`src/mm_consts.svh`:
```
// Accelerator geometry and register map
`ifndef MM_CONSTS_SVH
`define MM_CONSTS_SVH

// Array geometry
`define MM_HEIGHT     4
`define MM_WIDTH      8
`define MM_PIPE_REGS  3
// One row tile covers every pipeline stage of a column
`define MM_TILE       ((`MM_PIPE_REGS + 1) * `MM_HEIGHT)

// Datapath widths
`define MM_SIZE_W     16
`define MM_ADDR_W     3
`define MM_DATA_W     32

// Register indices
`define MM_REG_M       3'd0
`define MM_REG_N       3'd1
`define MM_REG_K       3'd2
`define MM_REG_RED     3'd3
`define MM_REG_TRIGGER 3'd4
`define MM_REG_STATUS  3'd5
`define MM_REG_TILES   3'd6

`endif
```
`src/mm_ctrl_pkg.sv`:
```
// Control and flag types
`include "mm_consts.svh"

package mm_ctrl_pkg;

  typedef logic [`MM_ADDR_W-1:0] reg_addr_t;
  typedef logic [`MM_DATA_W-1:0] reg_data_t;

  // Peripheral request, one-cycle strobe on req
  typedef struct packed {
    logic      req;
    logic      we;
    reg_addr_t addr;
    reg_data_t wdata;
  } periph_req_t;

  // Registered read answer
  typedef struct packed {
    logic      valid;
    reg_data_t rdata;
  } periph_rsp_t;

  // Controller to engine
  typedef struct packed {
    logic first_load;
    logic rst;
    logic finished;
  } sched_ctrl_t;

  // Engine to controller, held as levels
  typedef struct packed {
    logic z_done;
    logic r_done;
    logic tiles_seen_valid;
  } stream_flags_t;

  typedef enum logic [2:0] {
    ST_LATCH_RST = 3'd0,
    ST_IDLE      = 3'd1,
    ST_STARTING  = 3'd2,
    ST_COMPUTING = 3'd3,
    ST_FINISHED  = 3'd4
  } ctrl_state_e;

endpackage

```
`src/mm_cfg_pkg.sv`:
```
// Job configuration types
`include "mm_consts.svh"

package mm_cfg_pkg;

  // One matrix dimension
  typedef logic [`MM_SIZE_W-1:0] dim_t;

  // Tile counts share the dimension width
  typedef logic [`MM_SIZE_W-1:0] tile_cnt_t;

  // Reduction applied on the output stream
  typedef enum logic [1:0] {
    RED_NONE = 2'd0,
    RED_SUM  = 2'd1,
    RED_MAX  = 2'd2
  } red_op_e;

  // Programmed sizes plus the derived tiling
  typedef struct packed {
    dim_t                             m_size;
    dim_t                             n_size;
    dim_t                             k_size;
    red_op_e                          red_op;
    tile_cnt_t                        x_tiles;
    tile_cnt_t                        w_tiles;
    tile_cnt_t                        k_tiles;
    tile_cnt_t                        total_tiles;
    // Leftovers, zero when the size divides evenly
    logic [$clog2(`MM_WIDTH)-1:0]     m_left;
    logic [$clog2(`MM_TILE)-1:0]      n_left;
    logic [$clog2(`MM_HEIGHT)-1:0]    k_left;
  } mm_config_t;

endpackage

```
`src/mm_accel_top.sv`:
```
// Matrix accelerator control top
module mm_accel_top (
  input  logic                     clk_i,
  input  logic                     rst_ni,
  input  mm_ctrl_pkg::periph_req_t periph_req_i,
  output mm_ctrl_pkg::periph_rsp_t periph_rsp_o,
  output logic                     busy_o,
  output logic                     evt_done_o,
  output logic                     clear_o
);

  // Controller and engine exchange
  mm_cfg_pkg::mm_config_t     job_config;
  mm_cfg_pkg::tile_cnt_t      tiles;
  mm_ctrl_pkg::sched_ctrl_t   sched;
  mm_ctrl_pkg::stream_flags_t flags;
  logic                       w_loaded;

  mm_ctrl i_ctrl (
    .clk_i        ( clk_i        ),
    .rst_ni       ( rst_ni       ),
    .periph_req_i ( periph_req_i ),
    .periph_rsp_o ( periph_rsp_o ),
    .w_loaded_i   ( w_loaded     ),
    .flags_i      ( flags        ),
    .tiles_i      ( tiles        ),
    .config_o     ( job_config   ),
    .sched_o      ( sched        ),
    .busy_o       ( busy_o       ),
    .clear_o      ( clear_o      ),
    .evt_done_o   ( evt_done_o   )
  );

  mm_engine i_engine (
    .clk_i      ( clk_i      ),
    .rst_ni     ( rst_ni     ),
    .config_i   ( job_config ),
    .sched_i    ( sched      ),
    .w_loaded_o ( w_loaded   ),
    .flags_o    ( flags      ),
    .tiles_o    ( tiles      )
  );

endmodule

```
`src/mm_engine.sv`:
```
// Datapath stand-in
module mm_engine (
  input  logic                       clk_i,
  input  logic                       rst_ni,
  input  mm_cfg_pkg::mm_config_t     config_i,
  input  mm_ctrl_pkg::sched_ctrl_t   sched_i,
  output logic                       w_loaded_o,
  output mm_ctrl_pkg::stream_flags_t flags_o,
  output mm_cfg_pkg::tile_cnt_t      tiles_o
);

  mm_cfg_pkg::tile_cnt_t w_cnt_q;
  mm_cfg_pkg::tile_cnt_t w_cnt_next;
  mm_cfg_pkg::tile_cnt_t tile_cnt_q;
  logic                  w_seen_q;
  logic                  w_loaded_q;
  logic                  z_done_q;
  logic                  r_done_q;
  logic                  count_en;

  assign w_cnt_next = w_cnt_q + 1'b1;
  // Tiles flow once weights are in and first_load has dropped
  assign count_en   = w_seen_q & ~sched_i.first_load & ~z_done_q;

  // Weight load, one K tile per cycle
  always_ff @(posedge clk_i or negedge rst_ni) begin
    if (!rst_ni) begin
      w_cnt_q    <= '0;
      w_seen_q   <= 1'b0;
      w_loaded_q <= 1'b0;
    end else if (sched_i.rst) begin
      w_cnt_q    <= '0;
      w_seen_q   <= 1'b0;
      w_loaded_q <= 1'b0;
    end else begin
      w_loaded_q <= 1'b0;
      if (sched_i.first_load && !w_seen_q) begin
        w_cnt_q <= w_cnt_next;
        if (w_cnt_next >= config_i.k_tiles) begin
          w_seen_q   <= 1'b1;
          w_loaded_q <= 1'b1;
        end
      end
    end
  end

  // Processed tiles
  always_ff @(posedge clk_i or negedge rst_ni) begin
    if (!rst_ni) begin
      tile_cnt_q <= '0;
    end else if (sched_i.rst) begin
      tile_cnt_q <= '0;
    end else if (count_en && tile_cnt_q != config_i.total_tiles) begin
      tile_cnt_q <= tile_cnt_q + 1'b1;
    end
  end

  // Stream flags held until the finish flush
  always_ff @(posedge clk_i or negedge rst_ni) begin
    if (!rst_ni) begin
      z_done_q <= 1'b0;
      r_done_q <= 1'b0;
    end else if (sched_i.finished) begin
      z_done_q <= 1'b0;
      r_done_q <= 1'b0;
    end else begin
      if (count_en && tile_cnt_q == config_i.total_tiles) begin
        z_done_q <= 1'b1;
      end
      // Reduction trails the output stream by a cycle
      r_done_q <= r_done_q | (z_done_q & (config_i.red_op != mm_cfg_pkg::RED_NONE));
    end
  end

  assign w_loaded_o               = w_loaded_q;
  assign flags_o.z_done           = z_done_q;
  assign flags_o.r_done           = r_done_q;
  assign flags_o.tiles_seen_valid = tile_cnt_q != '0;
  assign tiles_o                  = tile_cnt_q;

endmodule

```
`src/mm_ctrl.sv`:
```
// Job controller
module mm_ctrl (
  input  logic                       clk_i,
  input  logic                       rst_ni,
  input  mm_ctrl_pkg::periph_req_t   periph_req_i,
  output mm_ctrl_pkg::periph_rsp_t   periph_rsp_o,
  input  logic                       w_loaded_i,
  input  mm_ctrl_pkg::stream_flags_t flags_i,
  input  mm_cfg_pkg::tile_cnt_t      tiles_i,
  output mm_cfg_pkg::mm_config_t     config_o,
  output mm_ctrl_pkg::sched_ctrl_t   sched_o,
  output logic                       busy_o,
  output logic                       clear_o,
  output logic                       evt_done_o
);

  mm_ctrl_pkg::ctrl_state_e state_q;
  mm_ctrl_pkg::ctrl_state_e state_d;
  mm_cfg_pkg::mm_config_t   job_cfg;
  mm_cfg_pkg::mm_config_t   tiler_cfg;
  mm_cfg_pkg::mm_config_t   cfg_q;
  mm_cfg_pkg::tile_cnt_t    tiles_rep;
  logic                     cfg_wr;
  logic                     start;
  logic                     tiler_valid;
  logic                     setback;
  logic                     pending_q;
  logic                     latch_clear;
  logic                     job_done;
  logic                     finished;

  mm_regfile i_regfile (
    .clk_i        ( clk_i        ),
    .rst_ni       ( rst_ni       ),
    .periph_req_i ( periph_req_i ),
    .periph_rsp_o ( periph_rsp_o ),
    .busy_i       ( busy_o       ),
    .done_i       ( finished     ),
    .tiles_i      ( tiles_rep    ),
    .job_cfg_o    ( job_cfg      ),
    .cfg_wr_o     ( cfg_wr       ),
    .start_o      ( start        )
  );

  mm_tiler i_tiler (
    .clk_i     ( clk_i       ),
    .rst_ni    ( rst_ni      ),
    .cfg_wr_i  ( cfg_wr      ),
    .setback_i ( setback     ),
    .job_cfg_i ( job_cfg     ),
    .valid_o   ( tiler_valid ),
    .config_o  ( tiler_cfg   )
  );

  always_ff @(posedge clk_i or negedge rst_ni) begin
    if (!rst_ni) begin
      state_q <= mm_ctrl_pkg::ST_LATCH_RST;
    end else begin
      state_q <= state_d;
    end
  end

  // Pending trigger, a trigger while busy waits for the next idle
  always_ff @(posedge clk_i or negedge rst_ni) begin
    if (!rst_ni) begin
      pending_q <= 1'b0;
    end else if (latch_clear) begin
      pending_q <= 1'b0;
    end else if (start) begin
      pending_q <= 1'b1;
    end else if (setback) begin
      pending_q <= 1'b0;
    end
  end

  // Job config frozen at launch, so reprogramming cannot disturb it
  always_ff @(posedge clk_i) begin
    if (setback) begin
      cfg_q <= tiler_cfg;
    end
  end

  // Output stream done, plus reduction stream when one is running
  assign job_done = flags_i.z_done &
                    ((cfg_q.red_op == mm_cfg_pkg::RED_NONE) | flags_i.r_done);

  always_comb begin
    state_d = state_q;
    case (state_q)
      mm_ctrl_pkg::ST_LATCH_RST: state_d = mm_ctrl_pkg::ST_IDLE;
      mm_ctrl_pkg::ST_IDLE: begin
        if (pending_q && tiler_valid) begin
          state_d = mm_ctrl_pkg::ST_STARTING;
        end
      end
      mm_ctrl_pkg::ST_STARTING: begin
        if (w_loaded_i) begin
          state_d = mm_ctrl_pkg::ST_COMPUTING;
        end
      end
      mm_ctrl_pkg::ST_COMPUTING: begin
        if (job_done) begin
          state_d = mm_ctrl_pkg::ST_FINISHED;
        end
      end
      mm_ctrl_pkg::ST_FINISHED: state_d = mm_ctrl_pkg::ST_IDLE;
      default: state_d = mm_ctrl_pkg::ST_IDLE;
    endcase
  end

  assign latch_clear = state_q == mm_ctrl_pkg::ST_LATCH_RST;
  assign finished    = state_q == mm_ctrl_pkg::ST_FINISHED;
  assign setback     = (state_q == mm_ctrl_pkg::ST_IDLE) &&
                       (state_d == mm_ctrl_pkg::ST_STARTING);

  // No tiles counted means the job produced nothing
  assign tiles_rep = flags_i.tiles_seen_valid ? tiles_i : '0;

  assign sched_o.first_load = state_q == mm_ctrl_pkg::ST_STARTING;
  assign sched_o.rst        = finished;
  assign sched_o.finished   = finished;

  assign busy_o     = (state_q == mm_ctrl_pkg::ST_STARTING) ||
                      (state_q == mm_ctrl_pkg::ST_COMPUTING);
  assign evt_done_o = finished;
  assign clear_o    = latch_clear | finished;
  assign config_o   = cfg_q;

endmodule

```
`src/mm_tiler.sv`:
```
// Job tiler
`include "mm_consts.svh"

module mm_tiler (
  input  logic                   clk_i,
  input  logic                   rst_ni,
  input  logic                   cfg_wr_i,
  input  logic                   setback_i,
  input  mm_cfg_pkg::mm_config_t job_cfg_i,
  output logic                   valid_o,
  output mm_cfg_pkg::mm_config_t config_o
);

  localparam int unsigned XShift = $clog2(`MM_WIDTH);
  localparam int unsigned WShift = $clog2(`MM_TILE);
  localparam int unsigned KShift = $clog2(`MM_HEIGHT);
  localparam int unsigned ExtW   = `MM_SIZE_W + 1;

  logic [ExtW-1:0]        m_ceil;
  logic [ExtW-1:0]        n_ceil;
  logic [ExtW-1:0]        k_ceil;
  mm_cfg_pkg::mm_config_t s1_d;
  mm_cfg_pkg::mm_config_t s1_q;
  mm_cfg_pkg::mm_config_t s2_d;
  mm_cfg_pkg::mm_config_t s2_q;
  logic                   s1_vld_q;
  logic                   valid_q;

  // Round up before the shift, spare bit keeps the carry
  assign m_ceil = {1'b0, job_cfg_i.m_size} + ExtW'(`MM_WIDTH - 1);
  assign n_ceil = {1'b0, job_cfg_i.n_size} + ExtW'(`MM_TILE - 1);
  assign k_ceil = {1'b0, job_cfg_i.k_size} + ExtW'(`MM_HEIGHT - 1);

  // Stage 1: ceiling division and remainders
  always_comb begin
    s1_d             = job_cfg_i;
    s1_d.x_tiles     = mm_cfg_pkg::tile_cnt_t'(m_ceil >> XShift);
    s1_d.w_tiles     = mm_cfg_pkg::tile_cnt_t'(n_ceil >> WShift);
    s1_d.k_tiles     = mm_cfg_pkg::tile_cnt_t'(k_ceil >> KShift);
    s1_d.total_tiles = '0;
    s1_d.m_left      = job_cfg_i.m_size[XShift-1:0];
    s1_d.n_left      = job_cfg_i.n_size[WShift-1:0];
    s1_d.k_left      = job_cfg_i.k_size[KShift-1:0];
  end

  // Stage 2: output tiles over both axes
  always_comb begin
    s2_d             = s1_q;
    s2_d.total_tiles = s1_q.x_tiles * s1_q.w_tiles;
  end

  always_ff @(posedge clk_i) begin
    if (cfg_wr_i) begin
      s1_q <= s1_d;
    end
    if (s1_vld_q) begin
      s2_q <= s2_d;
    end
  end

  always_ff @(posedge clk_i or negedge rst_ni) begin
    if (!rst_ni) begin
      s1_vld_q <= 1'b0;
      valid_q  <= 1'b0;
    end else begin
      s1_vld_q <= cfg_wr_i;
      // Fresh config survives a setback in the same cycle
      if (s1_vld_q) begin
        valid_q <= 1'b1;
      end else if (setback_i) begin
        valid_q <= 1'b0;
      end
    end
  end

  assign valid_o  = valid_q;
  assign config_o = s2_q;

endmodule

```
`src/mm_regfile.sv`:
```
// Job register slave
`include "mm_consts.svh"

module mm_regfile (
  input  logic                     clk_i,
  input  logic                     rst_ni,
  input  mm_ctrl_pkg::periph_req_t periph_req_i,
  output mm_ctrl_pkg::periph_rsp_t periph_rsp_o,
  input  logic                     busy_i,
  input  logic                     done_i,
  input  mm_cfg_pkg::tile_cnt_t    tiles_i,
  output mm_cfg_pkg::mm_config_t   job_cfg_o,
  output logic                     cfg_wr_o,
  output logic                     start_o
);

  mm_cfg_pkg::dim_t       m_q;
  mm_cfg_pkg::dim_t       n_q;
  mm_cfg_pkg::dim_t       k_q;
  mm_cfg_pkg::red_op_e    red_q;
  mm_cfg_pkg::tile_cnt_t  tiles_q;
  logic                   done_q;
  logic                   wr_en;
  logic                   rd_en;
  logic                   cfg_hit;
  logic                   rsp_valid_q;
  mm_ctrl_pkg::reg_data_t rdata_d;
  mm_ctrl_pkg::reg_data_t rdata_q;

  assign wr_en   = periph_req_i.req & periph_req_i.we;
  assign rd_en   = periph_req_i.req & ~periph_req_i.we;
  // Writes that change the job shape
  assign cfg_hit = periph_req_i.addr inside {`MM_REG_M, `MM_REG_N, `MM_REG_K, `MM_REG_RED};

  // Job registers, updated at the write edge
  always_ff @(posedge clk_i or negedge rst_ni) begin
    if (!rst_ni) begin
      m_q   <= '0;
      n_q   <= '0;
      k_q   <= '0;
      red_q <= mm_cfg_pkg::RED_NONE;
    end else if (wr_en) begin
      case (periph_req_i.addr)
        `MM_REG_M:   m_q   <= periph_req_i.wdata[`MM_SIZE_W-1:0];
        `MM_REG_N:   n_q   <= periph_req_i.wdata[`MM_SIZE_W-1:0];
        `MM_REG_K:   k_q   <= periph_req_i.wdata[`MM_SIZE_W-1:0];
        `MM_REG_RED: red_q <= mm_cfg_pkg::red_op_e'(periph_req_i.wdata[1:0]);
        default: ;
      endcase
    end
  end

  // Strobes come one cycle late so the new values are already in place
  always_ff @(posedge clk_i or negedge rst_ni) begin
    if (!rst_ni) begin
      cfg_wr_o <= 1'b0;
      start_o  <= 1'b0;
    end else begin
      cfg_wr_o <= wr_en & cfg_hit;
      start_o  <= wr_en & (periph_req_i.addr == `MM_REG_TRIGGER);
    end
  end

  // Status side
  always_ff @(posedge clk_i or negedge rst_ni) begin
    if (!rst_ni) begin
      tiles_q <= '0;
      done_q  <= 1'b0;
    end else begin
      if (done_i) begin
        tiles_q <= tiles_i;
      end
      // Set wins over a status read in the same cycle
      if (done_i) begin
        done_q <= 1'b1;
      end else if (rd_en && periph_req_i.addr == `MM_REG_STATUS) begin
        done_q <= 1'b0;
      end
    end
  end

  // Read mux, zero extended
  always_comb begin
    rdata_d = '0;
    case (periph_req_i.addr)
      `MM_REG_M:      rdata_d[`MM_SIZE_W-1:0] = m_q;
      `MM_REG_N:      rdata_d[`MM_SIZE_W-1:0] = n_q;
      `MM_REG_K:      rdata_d[`MM_SIZE_W-1:0] = k_q;
      `MM_REG_RED:    rdata_d[1:0] = red_q;
      `MM_REG_STATUS: rdata_d[1:0] = {done_q, busy_i};
      `MM_REG_TILES:  rdata_d[`MM_SIZE_W-1:0] = tiles_q;
      default: ;
    endcase
  end

  always_ff @(posedge clk_i or negedge rst_ni) begin
    if (!rst_ni) begin
      rsp_valid_q <= 1'b0;
    end else begin
      rsp_valid_q <= rd_en;
    end
  end

  // Read data only matters while valid
  always_ff @(posedge clk_i) begin
    if (rd_en) begin
      rdata_q <= rdata_d;
    end
  end

  assign periph_rsp_o.valid = rsp_valid_q;
  assign periph_rsp_o.rdata = rdata_q;

  // Sizes and mode only, tiling comes later
  always_comb begin
    job_cfg_o        = '0;
    job_cfg_o.m_size = m_q;
    job_cfg_o.n_size = n_q;
    job_cfg_o.k_size = k_q;
    job_cfg_o.red_op = red_q;
  end

endmodule

```
`config.mk`:
```
export PLATFORM = sky130hd
export DESIGN_NAME = mm_accel_top
export DESIGN_NICKNAME = d
export VERILOG_FILES = /design/src/mm_ctrl_pkg.sv /design/src/mm_cfg_pkg.sv /design/src/mm_accel_top.sv /design/src/mm_engine.sv /design/src/mm_ctrl.sv /design/src/mm_tiler.sv /design/src/mm_regfile.sv
export VERILOG_INCLUDE_DIRS = /design/src
export SDC_FILE = /design/constraint.sdc
export NUM_CORES = 1
export LEC_CHECK = 0
export ABC_AREA = 1
export BUFFER_PORTS_ARGS = -buffer_cell sky130_fd_sc_hd__buf_2
export CORE_ASPECT_RATIO = 1.5
export CORE_MARGIN = 8
export CORE_UTILIZATION = 50
export DETAILED_ROUTE_END_ITERATION = 10
export PLACE_DENSITY = 0.67
export SYNTH_ARGS = -nofsm -noshare
export SYNTH_HDL_FRONTEND = slang
export SYNTH_SLANG_ARGS = --single-unit
```
`constraint.sdc`:
```
create_clock -name clk_i -period 5.9 [get_ports clk_i]
set_input_delay 0.885 -clock clk_i [delete_from_list [all_inputs] [get_ports clk_i]]
set_output_delay 0.885 -clock clk_i [all_outputs]
set_load 0.005 [all_outputs]
```
==> impl_metrics.toml <==
[run_status]
status = "finished, final reports clean"

[drt]
post_drt_wl_per_cell_microns = 16.62
via_count = 10200
drt_iter0_drc = 623
firstDrtPassIters = 5
route.antenna.remaining_nets = 0
routed_via_density = 5.166
drc_errors = 0
postRouteWirelength_mm = 32.80

[critical_path]
crit_arrival_ps = 5490
crit_type = "flip-flop to flip-flop"
worst_setup_path_start_kind = "flip-flop"
cp-startpoint = "i_ctrl.i_tiler.s1_q[60]"
crit_fanout = 13
regToRegStartpoint = "i_ctrl.i_tiler.s1_q[60]"
worst_ep_required_time_ps = 6200
end_kind = "flip-flop"

[hold_path]
hold_path.class = "input port to asynchronous set/reset pin"

[synth]
yosys-mux-area-fraction = 0
synth.distinct_cells = 49
synthesis.area_sq_um = 14510
synth_top_area_cell = "edfxtp_1"
syn_area_per_cell_sq_um = 9.399
synth_top_area_share = 0.2607
synth_fa_ha_area_frac = 0.1586
synthSimpleGateAreaFrac = 0.1626
syn_inst = 1544
synth-compound-area-share = 0.07268
ys.warnings.count = 0
ys_ff_latch = 238
synth-xor-area-share = 0.05069
yosysSeqAreaShare = 0.4538
yosys_most_used_dff = "edfxtp_1"
synth_edf_count = 126
synth_area_leaders = "edfxtp_1 (26%), dfrtp_1 (19%), fa_1 (11%)"
synth_top_family_by_area = "simple AND/OR/NAND/NOR gates"
synthArstFlopShare = 0.4706

[place]
place.detailed.hpwl_mm = 24.75
gp_congestion = 0.8798
io_buffers = 42

[pwr]
ir_drop_uv = 289.1
p_comb_frac = 0.305
pwr-share-clk = 0.302
power_switching_uw = 1919
cellPowerDensity_nw_per_um2 = 357.3
switching_share = 0.3387
power_frac_seq = 0.393
leakage_uw = 0.007655
internal_power_uw = 3747
power_uw = 5666

[timing]
setup_violations = 0
min_period_ps = 5194
clock.fmax_mhz = 192.5
rsz0062_at_grt = "no"
tightest_slew_ps = 1081
fin_crit_sh = 0.8804
hold_viol = 0
skew_ps = 28.30
tns_ps = 0
slew_headroom = 0.2786
drv_slew = 0

[global_route]
grt.overflow.total = 0
grt_usage = 0.1964
grt_pass1_vias = 10730
grt_max_degree = 59
grt_pass1_wl_mm = 54.34
antenna_found_initial = 1

[clocking]
cts_tree = "built"
clk_pin_slew_ps = 70
cts_root_buf = "clkbuf_16"
clock_latency_ps = 560
cts_sinks = 238
cts-resized-gates = 0
clockBufferDepth = 3
post-cts-setup-buffers = 0
cts_inserted_buffers = 24
ctsHoldBuffers = 0
cts_max_level = 1

[job]
maxCapViolations = 0

[floorplan]
core.rowCount = 76
coreArea_sq_um = 28620
die-area_sq_um = 34850
die_y_microns = 224.7
start_util = 0.5070
io-pin-count = 75
dieWidth_microns = 155.1

[layout]
design.final.nets = 1741
layout-drive-gt1-share = 0.08270
syn2layout_area_growth_pct = 9.277
antenna_cells = 0
## final timing paths
kind	endpoint	slack, ps	depth (start not counted)
setup / recovery	i_ctrl.i_tiler.config_o[24]	710	19
hold / removal	i_engine.w_cnt_q[1]	370	1
setup reg to reg	i_ctrl.i_tiler.config_o[24]	710	19
hold reg to reg	i_ctrl.config_o[11]	410	0
max in group asynchronous	i_engine.tiles_o[14]	4290	2
min in group clk_i	i_ctrl.config_o[11]	410	0
## per-stage QoR
stage | util | hold slack, ps | area, sq um | worst slack, ps | instances
finish | 0.5541 | 368.8 | 15860 | 705.8 | 1974
global route | 0.5541 | 416.0 | 15860 | 513.7 | 1974
CTS | 0.5541 | 380.9 | 15860 | 688.7 | 1974
detailed placement | 0.5229 | 404.5 | 14970 | 718.9 | 1930
global placement | 0.5229 | 400.5 | 14970 | 725.6 | 1930
floorplan | - | 400.3 | 14570 | 1139 | 1559
## cells in the mapped netlist (3+ instances only)
master    instances
o21ai_0          75
dfrtp_1         112
inv_2             5
nor3_1           18
o221ai_1          5
xor2_1           73
inv_1           295
buf_4            17
a21o_1            4
nor4_1            6
or2_1             3
o211ai_1          8
ha_1             56
nor2_4            3
a22oi_1          15
o22ai_1           8
clkbuf_1         34
fa_1             80
buf_6             3
nand3_1          65
a21oi_1          30
nand4_1          26
o21ai_1           4
nor2_2            7
o21ai_2          16
xnor2_1          11
edfxtp_1        126
buf_2             8
nand2_1         315
nor2_1           86
buf_1             3
nand2_2           5
## area by class of cell
cell class / instances / area (sq um)
Fill cell: 2554 / 12760
Clock buffer: 29 / 629.4
Inverter: 301 / 1130
Timing Repair Buffer: 46 / 242.7
Clock inverter: 15 / 264.0
Tap cell: 390 / 488.0
Multi-Input combinational cell: 955 / 6518
Sequential cell: 238 / 6588
## routing by layer
layer | up-vias | global-route usage | wire length, microns
li1 | 4920 | - | -
met1 | 4916 | 0.2088 | 11980
met2 | 260 | 0.3690 | 17630
met3 | 99 | 0.02305 | 1429
met4 | 2 | 0.1094 | 1752
met5 | - | 0 | 5
## worst max-delay path: stages, from the launching register on
cell and delay [ps]:
edfxtp_1 630, nand2_1 140, inv_1 60, fa_1 530, inv_1 50, fa_1 470, inv_1 50, fa_1 520
fa_1 620, inv_1 80, fa_1 530, inv_1 40, ha_1 370, a21o_1 220, nand3_1 70, o211ai_1 80
nor2_1 270, inv_1 70, nand2_1 70, nand2_1 40
## cells in the final DEF, fill, tap and decap left out, drive strengths merged, types with 11 or more instances in the layout
cell type	synthesis	routed
a21oi	30	30
conb	1	16
buf	31	46
nand3	65	65
fa	80	80
xor2	73	73
nor2	96	96
nor3	18	18
edfxtp	126	126
xnor2	11	11
a22oi	15	15
nand4	27	27
clkbuf	34	29
o21ai	95	95
dfrtp	112	112
nand2	322	322
inv	300	302
ha	56	56
## power by group through the flow
stage | combinational (uW) | clock, uW | sequential, uW
floorplan | 1350 | 0 | 2170
global placement | 1700 | 0 | 2250
detailed placement | 1740 | 0 | 2260
CTS | 1750 | 1740 | 2220
global route | 2000 | 1800 | 2250
finish | 1730 | 1710 | 2230
## registers in the layout, indices dropped and copies added, names as in the netlist, 16 cells and up
signal / cells
i_ctrl.i_tiler.s1_q: 44
i_ctrl.config_o: 33
i_ctrl.i_tiler.config_o: 33
i_ctrl.i_regfile.k_q: 16
i_ctrl.i_regfile.m_q: 16
i_ctrl.i_regfile.n_q: 16
i_ctrl.i_regfile.rdata_q: 16
i_ctrl.i_regfile.tiles_q: 16
i_engine.tiles_o: 16
i_engine.w_cnt_q: 16
## kinds of logic (layout without fill, tap and decap cells)
kind of cell | Yosys count | after routing
xor gates and xnor gates | 84 | 84
other | 1 | 16
adders and majority gates | 136 | 136
DFF | 238 | 238
and+or+nand+nor | 545 | 545
buffers and inverters | 366 | 391
AOI/OAI and AO/OA | 174 | 174
Power figures use the tool's default switching activity.
